[src/verilog/xaui_infra_pkg.sv]
`default_nettype none

package xaui_infra_pkg;

  // Each XAUI port is carried on four transceiver lanes
  localparam int lanes_per_port = 4;

  // Extra cycles the PMA reset is held once the system reset is released
  localparam int pma_hold_cycles = 4;

  // Raw receive indications of one transceiver lane, two bytes per word
  typedef struct packed {
    logic [15:0] data;
    logic [1:0]  charisk;
    logic [1:0]  comma;
    logic [1:0]  disperr;
    logic [1:0]  notintable;
    logic [1:0]  lossofsync;  // bit 1 high means the lane holds sync
    logic        bufstatus;
    logic        elecidle;
    logic        lock;
  } gtx_lane_raw_t;

  // Decoded record of one lane as seen by the XAUI core
  typedef struct packed {
    logic [15:0] data;
    logic [1:0]  charisk;
    logic [1:0]  comma;
    logic [1:0]  codevalid;
    logic        syncok;
    logic        bufferr;
    logic        elecidle;
    logic        lock;
  } lane_rx_t;

  // Summary of one port
  typedef struct packed {
    logic [15:0] status;
    logic        link_up;
  } port_status_t;

  // PMA reset sequencer states
  typedef enum logic [1:0] {
    rst_hold,
    rst_count,
    rst_run
  } reset_state_e;

endpackage

`default_nettype wire

[src/verilog/pma_reset_seq.sv]
`default_nettype none

module pma_reset_seq
  import xaui_infra_pkg::*;
(
  input  wire logic gtx_refclk_bufr,
  input  wire logic mgt_reset,
  output logic      pma_reset
);

  // Wide enough to hold the full count even when it is a power of two
  localparam int cnt_w = $clog2(pma_hold_cycles + 1);

  reset_state_e     state;
  logic [cnt_w-1:0] hold_cnt;

  always_ff @(posedge gtx_refclk_bufr) begin
    if (mgt_reset) begin
      state    <= rst_hold;
      hold_cnt <= '0;
    end else begin
      case (state)
        rst_hold: begin
          // First edge with the system reset low, start the stretch
          state    <= rst_count;
          hold_cnt <= cnt_w'(pma_hold_cycles - 1);
        end
        rst_count: begin
          if (hold_cnt == '0) begin
            state <= rst_run;
          end else begin
            hold_cnt <= hold_cnt - 1'b1;
          end
        end
        rst_run: begin
          state <= rst_run;
        end
        default: begin
          state <= rst_hold;
        end
      endcase
    end
  end

  // The transceiver PLLs and datapath stay in reset until the run state
  assign pma_reset = (state != rst_run);

  // The PMA reset is released only once the system reset has been low for
  // the release edge and the whole hold count
  a_hold_length: assert property (
    @(posedge gtx_refclk_bufr) $fell(pma_reset) |-> !$past(mgt_reset, pma_hold_cycles + 1)
  ) else $error("pma_reset fell before the hold count ran out");

endmodule

`default_nettype wire

[src/verilog/lane_status_decode.sv]
`default_nettype none

module lane_status_decode
  import xaui_infra_pkg::*;
#(
  parameter int NUM_PORTS = 2
) (
  input  wire logic          gtx_refclk_bufr,
  input  wire logic          pma_reset,
  input  wire gtx_lane_raw_t lane_raw [NUM_PORTS*lanes_per_port],
  output lane_rx_t           lane_dec [NUM_PORTS*lanes_per_port]
);

  localparam int num_lanes = NUM_PORTS * lanes_per_port;

  lane_rx_t lane_next [num_lanes];

  // Turn the 8b10b error flags and the loss-of-sync state into plain
  // per-byte valid bits and a single sync indication
  always_comb begin
    for (int l = 0; l < num_lanes; l++) begin
      lane_next[l].data      = lane_raw[l].data;
      lane_next[l].charisk   = lane_raw[l].charisk;
      lane_next[l].comma     = lane_raw[l].comma;
      lane_next[l].codevalid = ~(lane_raw[l].disperr | lane_raw[l].notintable);
      lane_next[l].syncok    = lane_raw[l].lossofsync[1];
      lane_next[l].bufferr   = lane_raw[l].bufstatus;
      lane_next[l].elecidle  = lane_raw[l].elecidle;
      lane_next[l].lock      = lane_raw[l].lock;
    end
  end

  // The transceiver outputs are meaningless during PMA reset, so the
  // records are held at zero until it is released
  always_ff @(posedge gtx_refclk_bufr) begin
    for (int l = 0; l < num_lanes; l++) begin
      if (pma_reset) begin
        lane_dec[l] <= '0;
      end else begin
        lane_dec[l] <= lane_next[l];
      end
    end
  end

endmodule

`default_nettype wire

[src/verilog/rx_lane_steer.sv]
`default_nettype none

module rx_lane_steer
  import xaui_infra_pkg::*;
#(
  parameter int NUM_PORTS  = 2,
  parameter     LANE_STEER = 0
) (
  input  wire logic                                gtx_refclk_bufr,
  input  wire logic                                pma_reset,
  input  wire lane_rx_t                            lane_dec [NUM_PORTS*lanes_per_port],
  input  wire logic [NUM_PORTS*lanes_per_port-1:0] rxencommaalign,
  output lane_rx_t                                 lane_rx [NUM_PORTS*lanes_per_port],
  output logic [NUM_PORTS*lanes_per_port-1:0]      encommaalign_phys
);

  localparam int num_lanes = NUM_PORTS * lanes_per_port;

  // A steer bit beyond the last port would point at lanes that do not exist
  if ((LANE_STEER >> NUM_PORTS) != 0) begin : g_bad_steer
    $error("LANE_STEER has bits set above NUM_PORTS");
  end

  if (NUM_PORTS < 1 || NUM_PORTS > 8) begin : g_bad_ports
    $error("NUM_PORTS must be between 1 and 8");
  end

  // Physical lane feeding a logical lane. The reversal undoes a crossover
  // at the link partner and is its own inverse, so the same map serves
  // both directions
  function automatic int phys_index(input int port, input int lane);
    int offset;
    offset = LANE_STEER[port] ? (lanes_per_port - 1 - lane) : lane;
    return port * lanes_per_port + offset;
  endfunction

  lane_rx_t lane_steered [num_lanes];

  always_comb begin
    for (int p = 0; p < NUM_PORTS; p++) begin
      for (int k = 0; k < lanes_per_port; k++) begin
        lane_steered[p*lanes_per_port + k] = lane_dec[phys_index(p, k)];
      end
    end
  end

  always_ff @(posedge gtx_refclk_bufr) begin
    for (int l = 0; l < num_lanes; l++) begin
      if (pma_reset) begin
        lane_rx[l] <= '0;
      end else begin
        lane_rx[l] <= lane_steered[l];
      end
    end
  end

  // Comma-align enables go straight back to the transceiver lanes
  always_comb begin
    for (int p = 0; p < NUM_PORTS; p++) begin
      for (int k = 0; k < lanes_per_port; k++) begin
        encommaalign_phys[phys_index(p, k)] = rxencommaalign[p*lanes_per_port + k];
      end
    end
  end

endmodule

`default_nettype wire

[src/verilog/port_status_result.sv]
`default_nettype none

module port_status_result
  import xaui_infra_pkg::*;
#(
  parameter int NUM_PORTS = 2
) (
  input  wire logic     gtx_refclk_bufr,
  input  wire logic     pma_reset,
  input  wire lane_rx_t lane_rx [NUM_PORTS*lanes_per_port],
  output port_status_t  port_status [NUM_PORTS]
);

  port_status_t status_next [NUM_PORTS];

  // Status word layout is 4'b0, bufferr[3:0], 4'b0, elecidle[3:0]
  always_comb begin
    for (int p = 0; p < NUM_PORTS; p++) begin
      status_next[p].status  = '0;
      status_next[p].link_up = 1'b1;
      for (int k = 0; k < lanes_per_port; k++) begin
        status_next[p].status[8 + k] = lane_rx[p*lanes_per_port + k].bufferr;
        status_next[p].status[k]     = lane_rx[p*lanes_per_port + k].elecidle;
        // Every lane has to be locked, in sync and decoding clean bytes
        status_next[p].link_up = status_next[p].link_up
                               & lane_rx[p*lanes_per_port + k].syncok
                               & lane_rx[p*lanes_per_port + k].lock
                               & (&lane_rx[p*lanes_per_port + k].codevalid);
      end
    end
  end

  always_ff @(posedge gtx_refclk_bufr) begin
    for (int p = 0; p < NUM_PORTS; p++) begin
      if (pma_reset) begin
        port_status[p] <= '0;
      end else begin
        port_status[p] <= status_next[p];
      end
    end
  end

  // The PMA reset clears three register stages, so the link cannot be
  // reported up until the reset has been low long enough to refill them
  for (genvar p = 0; p < NUM_PORTS; p++) begin : g_port_chk
    a_no_link_in_reset: assert property (
      @(posedge gtx_refclk_bufr)
        port_status[p].link_up |-> !$past(pma_reset, 1) && !$past(pma_reset, 2)
                                   && !$past(pma_reset, 3)
    ) else $error("port %0d link_up too soon after PMA reset", p);
  end

endmodule

`default_nettype wire

[src/verilog/xaui_rx_infra.sv]
`default_nettype none

module xaui_rx_infra
  import xaui_infra_pkg::*;
#(
  parameter int NUM_PORTS  = 2,
  parameter     LANE_STEER = 2'b00
) (
  input  wire logic                                gtx_refclk_bufr,
  input  wire logic                                mgt_reset,
  input  wire gtx_lane_raw_t                       lane_raw [NUM_PORTS*lanes_per_port],
  input  wire logic [NUM_PORTS*lanes_per_port-1:0] rxencommaalign,
  output lane_rx_t                                 lane_rx [NUM_PORTS*lanes_per_port],
  output port_status_t                             port_status [NUM_PORTS],
  output logic [NUM_PORTS*lanes_per_port-1:0]      encommaalign_phys,
  output logic                                     pma_reset
);

  localparam int num_lanes = NUM_PORTS * lanes_per_port;

  // Decoded records still in physical lane order
  lane_rx_t lane_dec [num_lanes];

  pma_reset_seq u_reset_seq (
    .gtx_refclk_bufr (gtx_refclk_bufr),
    .mgt_reset       (mgt_reset),
    .pma_reset       (pma_reset)
  );

  // Decode stage
  lane_status_decode #(
    .NUM_PORTS (NUM_PORTS)
  ) u_decode (
    .gtx_refclk_bufr (gtx_refclk_bufr),
    .pma_reset       (pma_reset),
    .lane_raw        (lane_raw),
    .lane_dec        (lane_dec)
  );

  // Steering stage, compensates for lane crossover at the link partner
  rx_lane_steer #(
    .NUM_PORTS  (NUM_PORTS),
    .LANE_STEER (LANE_STEER)
  ) u_steer (
    .gtx_refclk_bufr   (gtx_refclk_bufr),
    .pma_reset         (pma_reset),
    .lane_dec          (lane_dec),
    .rxencommaalign    (rxencommaalign),
    .lane_rx           (lane_rx),
    .encommaalign_phys (encommaalign_phys)
  );

  // Result stage
  port_status_result #(
    .NUM_PORTS (NUM_PORTS)
  ) u_result (
    .gtx_refclk_bufr (gtx_refclk_bufr),
    .pma_reset       (pma_reset),
    .lane_rx         (lane_rx),
    .port_status     (port_status)
  );

endmodule

`default_nettype wire

[config.mk]
export PLATFORM = sky130hd
export DESIGN_NAME = xaui_rx_infra
export DESIGN_NICKNAME = d
export VERILOG_FILES = /design/src/verilog/xaui_infra_pkg.sv /design/src/verilog/pma_reset_seq.sv /design/src/verilog/lane_status_decode.sv /design/src/verilog/rx_lane_steer.sv /design/src/verilog/port_status_result.sv /design/src/verilog/xaui_rx_infra.sv
export SDC_FILE = /design/constraint.sdc
export NUM_CORES = 1
export LEC_CHECK = 0
export ABC_AREA = 0
export BUFFER_PORTS_ARGS = -buffer_cell sky130_fd_sc_hd__buf_4
export CAP_MARGIN = 20
export CORE_AREA = 2 2 189 191
export DETAILED_ROUTE_END_ITERATION = 16
export DIE_AREA = 0 0 191 193
export SLEW_MARGIN = 10
export SYNTH_ARGS = -nofsm -noshare
export SYNTH_HDL_FRONTEND = slang
export SYNTH_SLANG_ARGS = --single-unit
[constraint.sdc]
create_clock -name gtx_refclk_bufr -period 1.19 [get_ports gtx_refclk_bufr]
set_input_delay 0.119 -clock gtx_refclk_bufr [delete_from_list [all_inputs] [get_ports gtx_refclk_bufr]]
set_output_delay 0.119 -clock gtx_refclk_bufr [all_outputs]
set_load 0.03 [all_outputs]
Word-level counts from Yosys, hierarchy flattened
Index checks and enable logic that the tools add are counted.
{"block": "totals", "register_bits": 455, "output_inout_bits": 251, "elab_cells": 196, "in_bits": 242}
{"block": "classes", "n_reduce_logical": 12, "addsub": 1, "eq_ne": 5, "bitwise": 38, "mux": 4}
{"op": "1-bit AND", "count": 22}
{"op": "2-bit AND reduction", "count": 9}
{"op": "2-bit inverter", "count": 8}
{"op": "2-bit OR", "count": 8}
{"op": "2-bit case mux with 3 select lines", "count": 1}
{"op": "3-bit case mux with 2 select lines", "count": 1}
{"op": "2-bit inequality test, second input constant", "count": 2}
{"op": "3-bit logical NOT", "count": 1}
{"op": "3-bit 2-to-1 mux", "count": 1}
{"op": "3-bit by 1-bit subtractor with 3-bit output, second input constant", "count": 1}
{"op": "2-bit by 1-bit equality test with 1-bit output, second input constant", "count": 1}
{"op": "2-bit equality test, second input constant", "count": 1}
{"op": "2-bit logical NOT", "count": 1}
{"op": "2-bit 2-to-1 mux", "count": 1}
{"op": "2-bit by 1-bit inequality test with 1-bit output, second input constant", "count": 1}
{"op": "2-bit nonzero test", "count": 1}

Longest topological paths before layout
{"block": "logic_depth", "depth_word": 11, "ltp_mapped": 7, "ltp_nobuf": 5}

By module
A second synthesis with hierarchy kept.
{"block": "hier_totals", "cells_unflattened": 984, "hier_area_um2": 12608.3}
{"mod": "rx_lane_steer", "cells_each": 447, "area_each_um2": 5959.5, "seq_area_each_um2": 4164.0, "instances": 1}
{"mod": "lane_status_decode", "cells_each": 439, "area_each_um2": 5665.4, "seq_area_each_um2": 4164.0, "instances": 1}
{"mod": "port_status_result", "cells_each": 64, "area_each_um2": 676.9, "seq_area_each_um2": 360.3, "instances": 1}
{"mod": "pma_reset_seq", "cells_each": 34, "area_each_um2": 306.5, "seq_area_each_um2": 100.1, "instances": 1}

Worst setup path before layout
OpenSTA, ideal clock, no wires.
{"block": "synth_timing", "path_kind": "reg-to-reg", "start": "register u_reset_seq.state[0]", "end": "register u_decode.lane_dec[134] (netlist name)", "synth_period_minus_slack_ps": 1256, "setup_time_ps": 118, "path_stages_with_launch": 8, "t_arrival_ps": 1138, "slack_ps": -66, "n_path_buf": 3, "required_time_ps": 1072, "path_cell_list": "dfxtp_1 -> inv_1 -> ha_1 -> buf_4 -> buf_8 -> inv_4 -> buf_6 -> nor3_2"}
{"block": "synth_between", "elab_chain_cells": 1}
{"element": "start: declaration", "line_no": "pma_reset_seq.sv:14", "rtl": "reset_state_e state;"}
{"element": "start signal: assignment", "line_no": "pma_reset_seq.sv:19", "rtl": "state <= rst_hold;"}
{"element": "start signal: assignment", "line_no": "pma_reset_seq.sv:25", "rtl": "state <= rst_count;"}
{"element": "start signal: assignment", "line_no": "pma_reset_seq.sv:30", "rtl": "state <= rst_run;"}
{"element": "2-bit inequality test", "line_no": "pma_reset_seq.sv:46", "rtl": "assign pma_reset = (state != rst_run);"}
{"element": "via pma_reset", "line_no": "xaui_rx_infra.sv:16", "rtl": "output logic pma_reset"}
The timed path passes the listed nets, and every way through them passes these cells.
A chain may end at the register's enable or synchronous reset.

Worst setup path in the final report
{"block": "layout_timing", "start": "register u_reset_seq.state[0]", "end": "output port pma_reset"}
{"block": "layout_between", "elab_chain_cells": 1}
{"element": "2-bit inequality test", "line_no": "pma_reset_seq.sv:46"}
{"element": "end: declaration", "line_no": "xaui_rx_infra.sv:16"}
Every way passes these cells.

==> metrics.txt <==
# TYPE chip_impl_metric gauge
chip_impl_info{name="failed_checks",value="negative setup slack"} 1
chip_impl_info{name="crit_path_cell_trace",value="inv_2 > ha_4 > inv_8 > buf_12 > buf_8"} 1
chip_impl_metric{name="clock_tree.buffer_depth",unit=""} 3
chip_impl_metric{name="fin_setup_tns",unit="ns"} -95.87
chip_impl_metric{name="grt_max_degree",unit=""} 46
chip_impl_metric{name="routed_via_density",unit=""} 4.04
chip_impl_info{name="final_common_cell",value="sky130_fd_sc_hd__buf_4"} 1
chip_impl_metric{name="detail_route.wl_per_cell",unit="um"} 15.1
chip_impl_metric{name="numClockSinks",unit=""} 439
chip_impl_info{name="timing.hold.worst.start",value="rxencommaalign[6]"} 1
chip_impl_metric{name="worst-endpoint-required",unit="ns"} 1.07
chip_impl_metric{name="leak",unit="nW"} 9.52
chip_impl_info{name="worst_setup_path_start_kind",value="flip-flop"} 1
chip_impl_metric{name="critical_path_buf_inv_count",unit=""} 4
chip_impl_info{name="slowest_stage",value="sky130_fd_sc_hd__dfxtp_2"} 1
chip_impl_info{name="layout_common_cells",value="sky130_fd_sc_hd__buf_4, sky130_fd_sc_hd__dfxtp_1, sky130_fd_sc_hd__and2_1, sky130_fd_sc_hd__dlygate4sd3_1, sky130_fd_sc_hd__clkbuf_16"} 1
chip_impl_metric{name="worstSkewPairLatency",unit="ns"} 0.54
chip_impl_metric{name="fin_crit_sh",unit="%"} 128
chip_impl_metric{name="drcViolationCount",unit=""} 0
chip_impl_metric{name="postRouteWirelength",unit="mm"} 33.4
chip_impl_metric{name="synthDominantCellAreaShare",unit="%"} 71.0
chip_impl_info{name="worstHoldPathType",value="in2out"} 1
chip_impl_metric{name="report.final.hold_viol_count",unit=""} 0
chip_impl_metric{name="final_period_minus_worst_setup_slack",unit="ns"} 1.52
chip_impl_metric{name="grt_overflow_total",unit=""} 0
chip_impl_metric{name="synth_seq_cells",unit=""} 439
chip_impl_metric{name="power.density_cell_area",unit="nW/um^2"} 1950
chip_impl_info{name="setup.worst_path.end_class",value="output port"} 1
chip_impl_metric{name="clock_skew",unit="ns"} 0.0172
chip_impl_metric{name="cpPeakStageDelay",unit="ns"} 0.32
chip_impl_metric{name="power",unit="W"} 0.0407
chip_impl_metric{name="post_dp_cell_area",unit="sq um"} 16300
chip_impl_metric{name="num_vias",unit=""} 8943
chip_impl_metric{name="core_region_area",unit="sq um"} 35000
chip_impl_metric{name="initialDrtViolationCount",unit=""} 230
chip_impl_metric{name="synth.yosys.warnings",unit=""} 0
chip_impl_metric{name="clock_buffers_created_by_tritoncts",unit=""} 46
chip_impl_metric{name="clkTransAtPathRegs",unit="ns"} 0.05
chip_impl_metric{name="grt_util_all_layers",unit="%"} 16.1
chip_impl_metric{name="final-max-slew-violation-count",unit=""} 0
chip_impl_metric{name="port_buffers",unit=""} 452
chip_impl_metric{name="floorplan.die.height",unit="um"} 193
chip_impl_info{name="unrepaired_setup_endpoints_after_global_routing",value="true"} 1
chip_impl_metric{name="initial_antenna_violation_count",unit=""} 2
chip_impl_info{name="run_status",value="finished, violations left"} 1
chip_impl_metric{name="post_synth_inst_count",unit=""} 1003
chip_impl_metric{name="timing.reg2reg.worst_path_depth",unit=""} 7
chip_impl_metric{name="seq_total_area_yosys",unit="%"} 71.0
chip_impl_metric{name="first_pass_grt_wire_length",unit="mm"} 45.9
chip_impl_metric{name="drtPass1Iterations",unit=""} 5
chip_impl_info{name="ws_path_type",value="reg2out"} 1
chip_impl_metric{name="fp-row-count",unit=""} 69
chip_impl_info{name="ctsRootBufferMaster",value="sky130_fd_sc_hd__clkbuf_16"} 1
chip_impl_metric{name="floorplan.initialDensity",unit="%"} 35.4
chip_impl_info{name="rr_endpoint",value="u_steer.lane_rx[67]"} 1
chip_impl_metric{name="postSynthAreaPerCell",unit="sq um"} 12.3
chip_impl_metric{name="max_freq",unit="MHz"} 656
chip_impl_metric{name="finalSetupViolCount",unit=""} 427
chip_impl_metric{name="critical_path.max_fanout",unit=""} 2
chip_impl_metric{name="nFillCells",unit=""} 2687
chip_impl_metric{name="final_nets",unit=""} 1965
chip_impl_metric{name="hold_depth",unit=""} 0
chip_impl_info{name="tritoncts_clock_tree",value="done"} 1
chip_impl_metric{name="post_place_setup_slack",unit="ns"} -0.0818
chip_impl_info{name="dominant_cells_by_area_after_synthesis",value="sky130_fd_sc_hd__dfxtp_1, sky130_fd_sc_hd__and2_1, sky130_fd_sc_hd__buf_4"} 1
chip_impl_metric{name="drv_cap",unit=""} 0
chip_impl_metric{name="arrival",unit="ns"} 1.41
chip_impl_metric{name="final_layout_size_suffix_gt1_share",unit="%"} 36.1
chip_impl_info{name="whs_endpoint",value="encommaalign_phys[6]"} 1
chip_impl_info{name="critPathLaunch",value="u_reset_seq.state[0]"} 1
chip_impl_info{name="synthDominantAreaCellType",value="sky130_fd_sc_hd__dfxtp_1"} 1
chip_impl_metric{name="netlist_cell_types",unit=""} 27
chip_impl_metric{name="drt.antenna.violating_nets",unit=""} 0
chip_impl_metric{name="ctsHtreeMaxLevel",unit=""} 2
chip_impl_info{name="largest_delay_share_family_worst_path",value="buffers and inverters"} 1
chip_impl_metric{name="hpwlAfterDp",unit="mm"} 21.2
chip_impl_info{name="worst_r2r_startpoint",value="u_reset_seq.state[0]"} 1
chip_impl_metric{name="layout_setup_ws",unit="ns"} -0.334
chip_impl_metric{name="vdd_ir_drop_max",unit="mV"} 1.26
chip_impl_metric{name="syn2layout_area_growth",unit="%"} 68.9
chip_impl_metric{name="first_global_vias",unit=""} 8811
chip_impl_metric{name="finalInstanceArea",unit="sq um"} 20900
chip_impl_metric{name="gp_congestion",unit=""} 0.799
chip_impl_metric{name="r2r_setup_slk",unit="ns"} -0.28
chip_impl_metric{name="mappedNetlistArea",unit="sq um"} 12400
chip_impl_metric{name="io_pins",unit=""} 493
chip_impl_metric{name="dieArea",unit="sq um"} 36900
chip_impl_metric{name="width_of_the_die",unit="um"} 191
==> per-stage QoR <==
step | hold slack [ns] | utilization (%) | instances
finish | 0.238 | 59.8 | 2215
floorplan | 0.181 | - | 1018
CTS | 0.238 | 58.1 | 2190
global route | 0.238 | 59.8 | 2215
detailed placement | 0.238 | 46.5 | 1874
global placement | 0.238 | 46.5 | 1874
==> per-layer routing <==
metal	vias to the layer above	GRT usage, %	part of all wire, %
li1	4459	-	-
met1	4099	17.9	39
met2	311	28.9	51
met3	72	4.72	7.1
met4	2	6.44	3.1
met5	-	0	0.042
==> state kept, by name, indices dropped and copies added, names as in the netlist <==
signal and cells:
u_decode.lane_dec 208, u_steer.lane_rx 208, u_result.port_status 18, u_reset_seq.hold_cnt 3, u_reset_seq.state 2
==> timing repair <==
item,CTS,global route
pin swaps,1,2
gates cloned,0,20
resized for setup,41,27
setup endpoints to repair,374,472
hold buffers,225,0
hold endpoints to repair,213,0
buffers inserted,8,4
==> logic make-up after synthesis <==
logic type      count (synthesis)  share of synthesized area, %
other cells                     1                        0.0303
buf+inv                        95                          4.89
fa+ha+maj                       5                         0.505
mux                             1                        0.0809
compound gates                 11                         0.536
simple gates                  451                          23.0
flops                         439                          71.0
==> synth_stat cells (all sizes together) <==
cell type    n
a211o        1
a21oi        4
a31oi        1
a32oi        1
and2       416
and4         2
buf         48
clkbuf      41
conb         1
dfxtp      439
ha           5
inv          6
mux2i        1
nand2b       1
nand3        6
nand4        4
nor2         3
nor2b        1
nor3        16
nor4         2
o21a         1
o21ai        3
==> worst max-delay path by stage <==
| stage | to | slack (ns) | depth (start not counted) |
|---|---|---|---|
| after global placement | u_decode.lane_dec[135] | -0.07 | 4 |
| after floorplan | u_reset_seq.hold_cnt[0] | 0.002 | 5 |
| final | pma_reset | -0.33 | 5 |
| after detailed placement | u_result.port_status[0] | -0.08 | 5 |
| after global routing | pma_reset | -0.38 | 5 |
| after CTS | pma_reset | -0.37 | 4 |
==> area by class of cell <==
class | instances | area, sq um | area share, %
inverter | 6 | 30.0 | 0.144
timing repair buffer | 741 | 6770 | 32.4
clock inverter | 17 | 224 | 1.07
sequential | 439 | 8810 | 42.1
antenna | 1 | 2.50 | 0.0120
multi-input combinational | 484 | 3120 | 14.9
clock buffer | 66 | 1370 | 6.54
tap | 461 | 577 | 2.76
==> power by group <==
group	leakage [nW]	switching (W)	internal, W
Sequential	3.56	0.000416	0.0164
Clock	0.794	0.00563	0.00907
Combinational	5.16	0.00402	0.00517
Power figures use the tool's default switching activity.
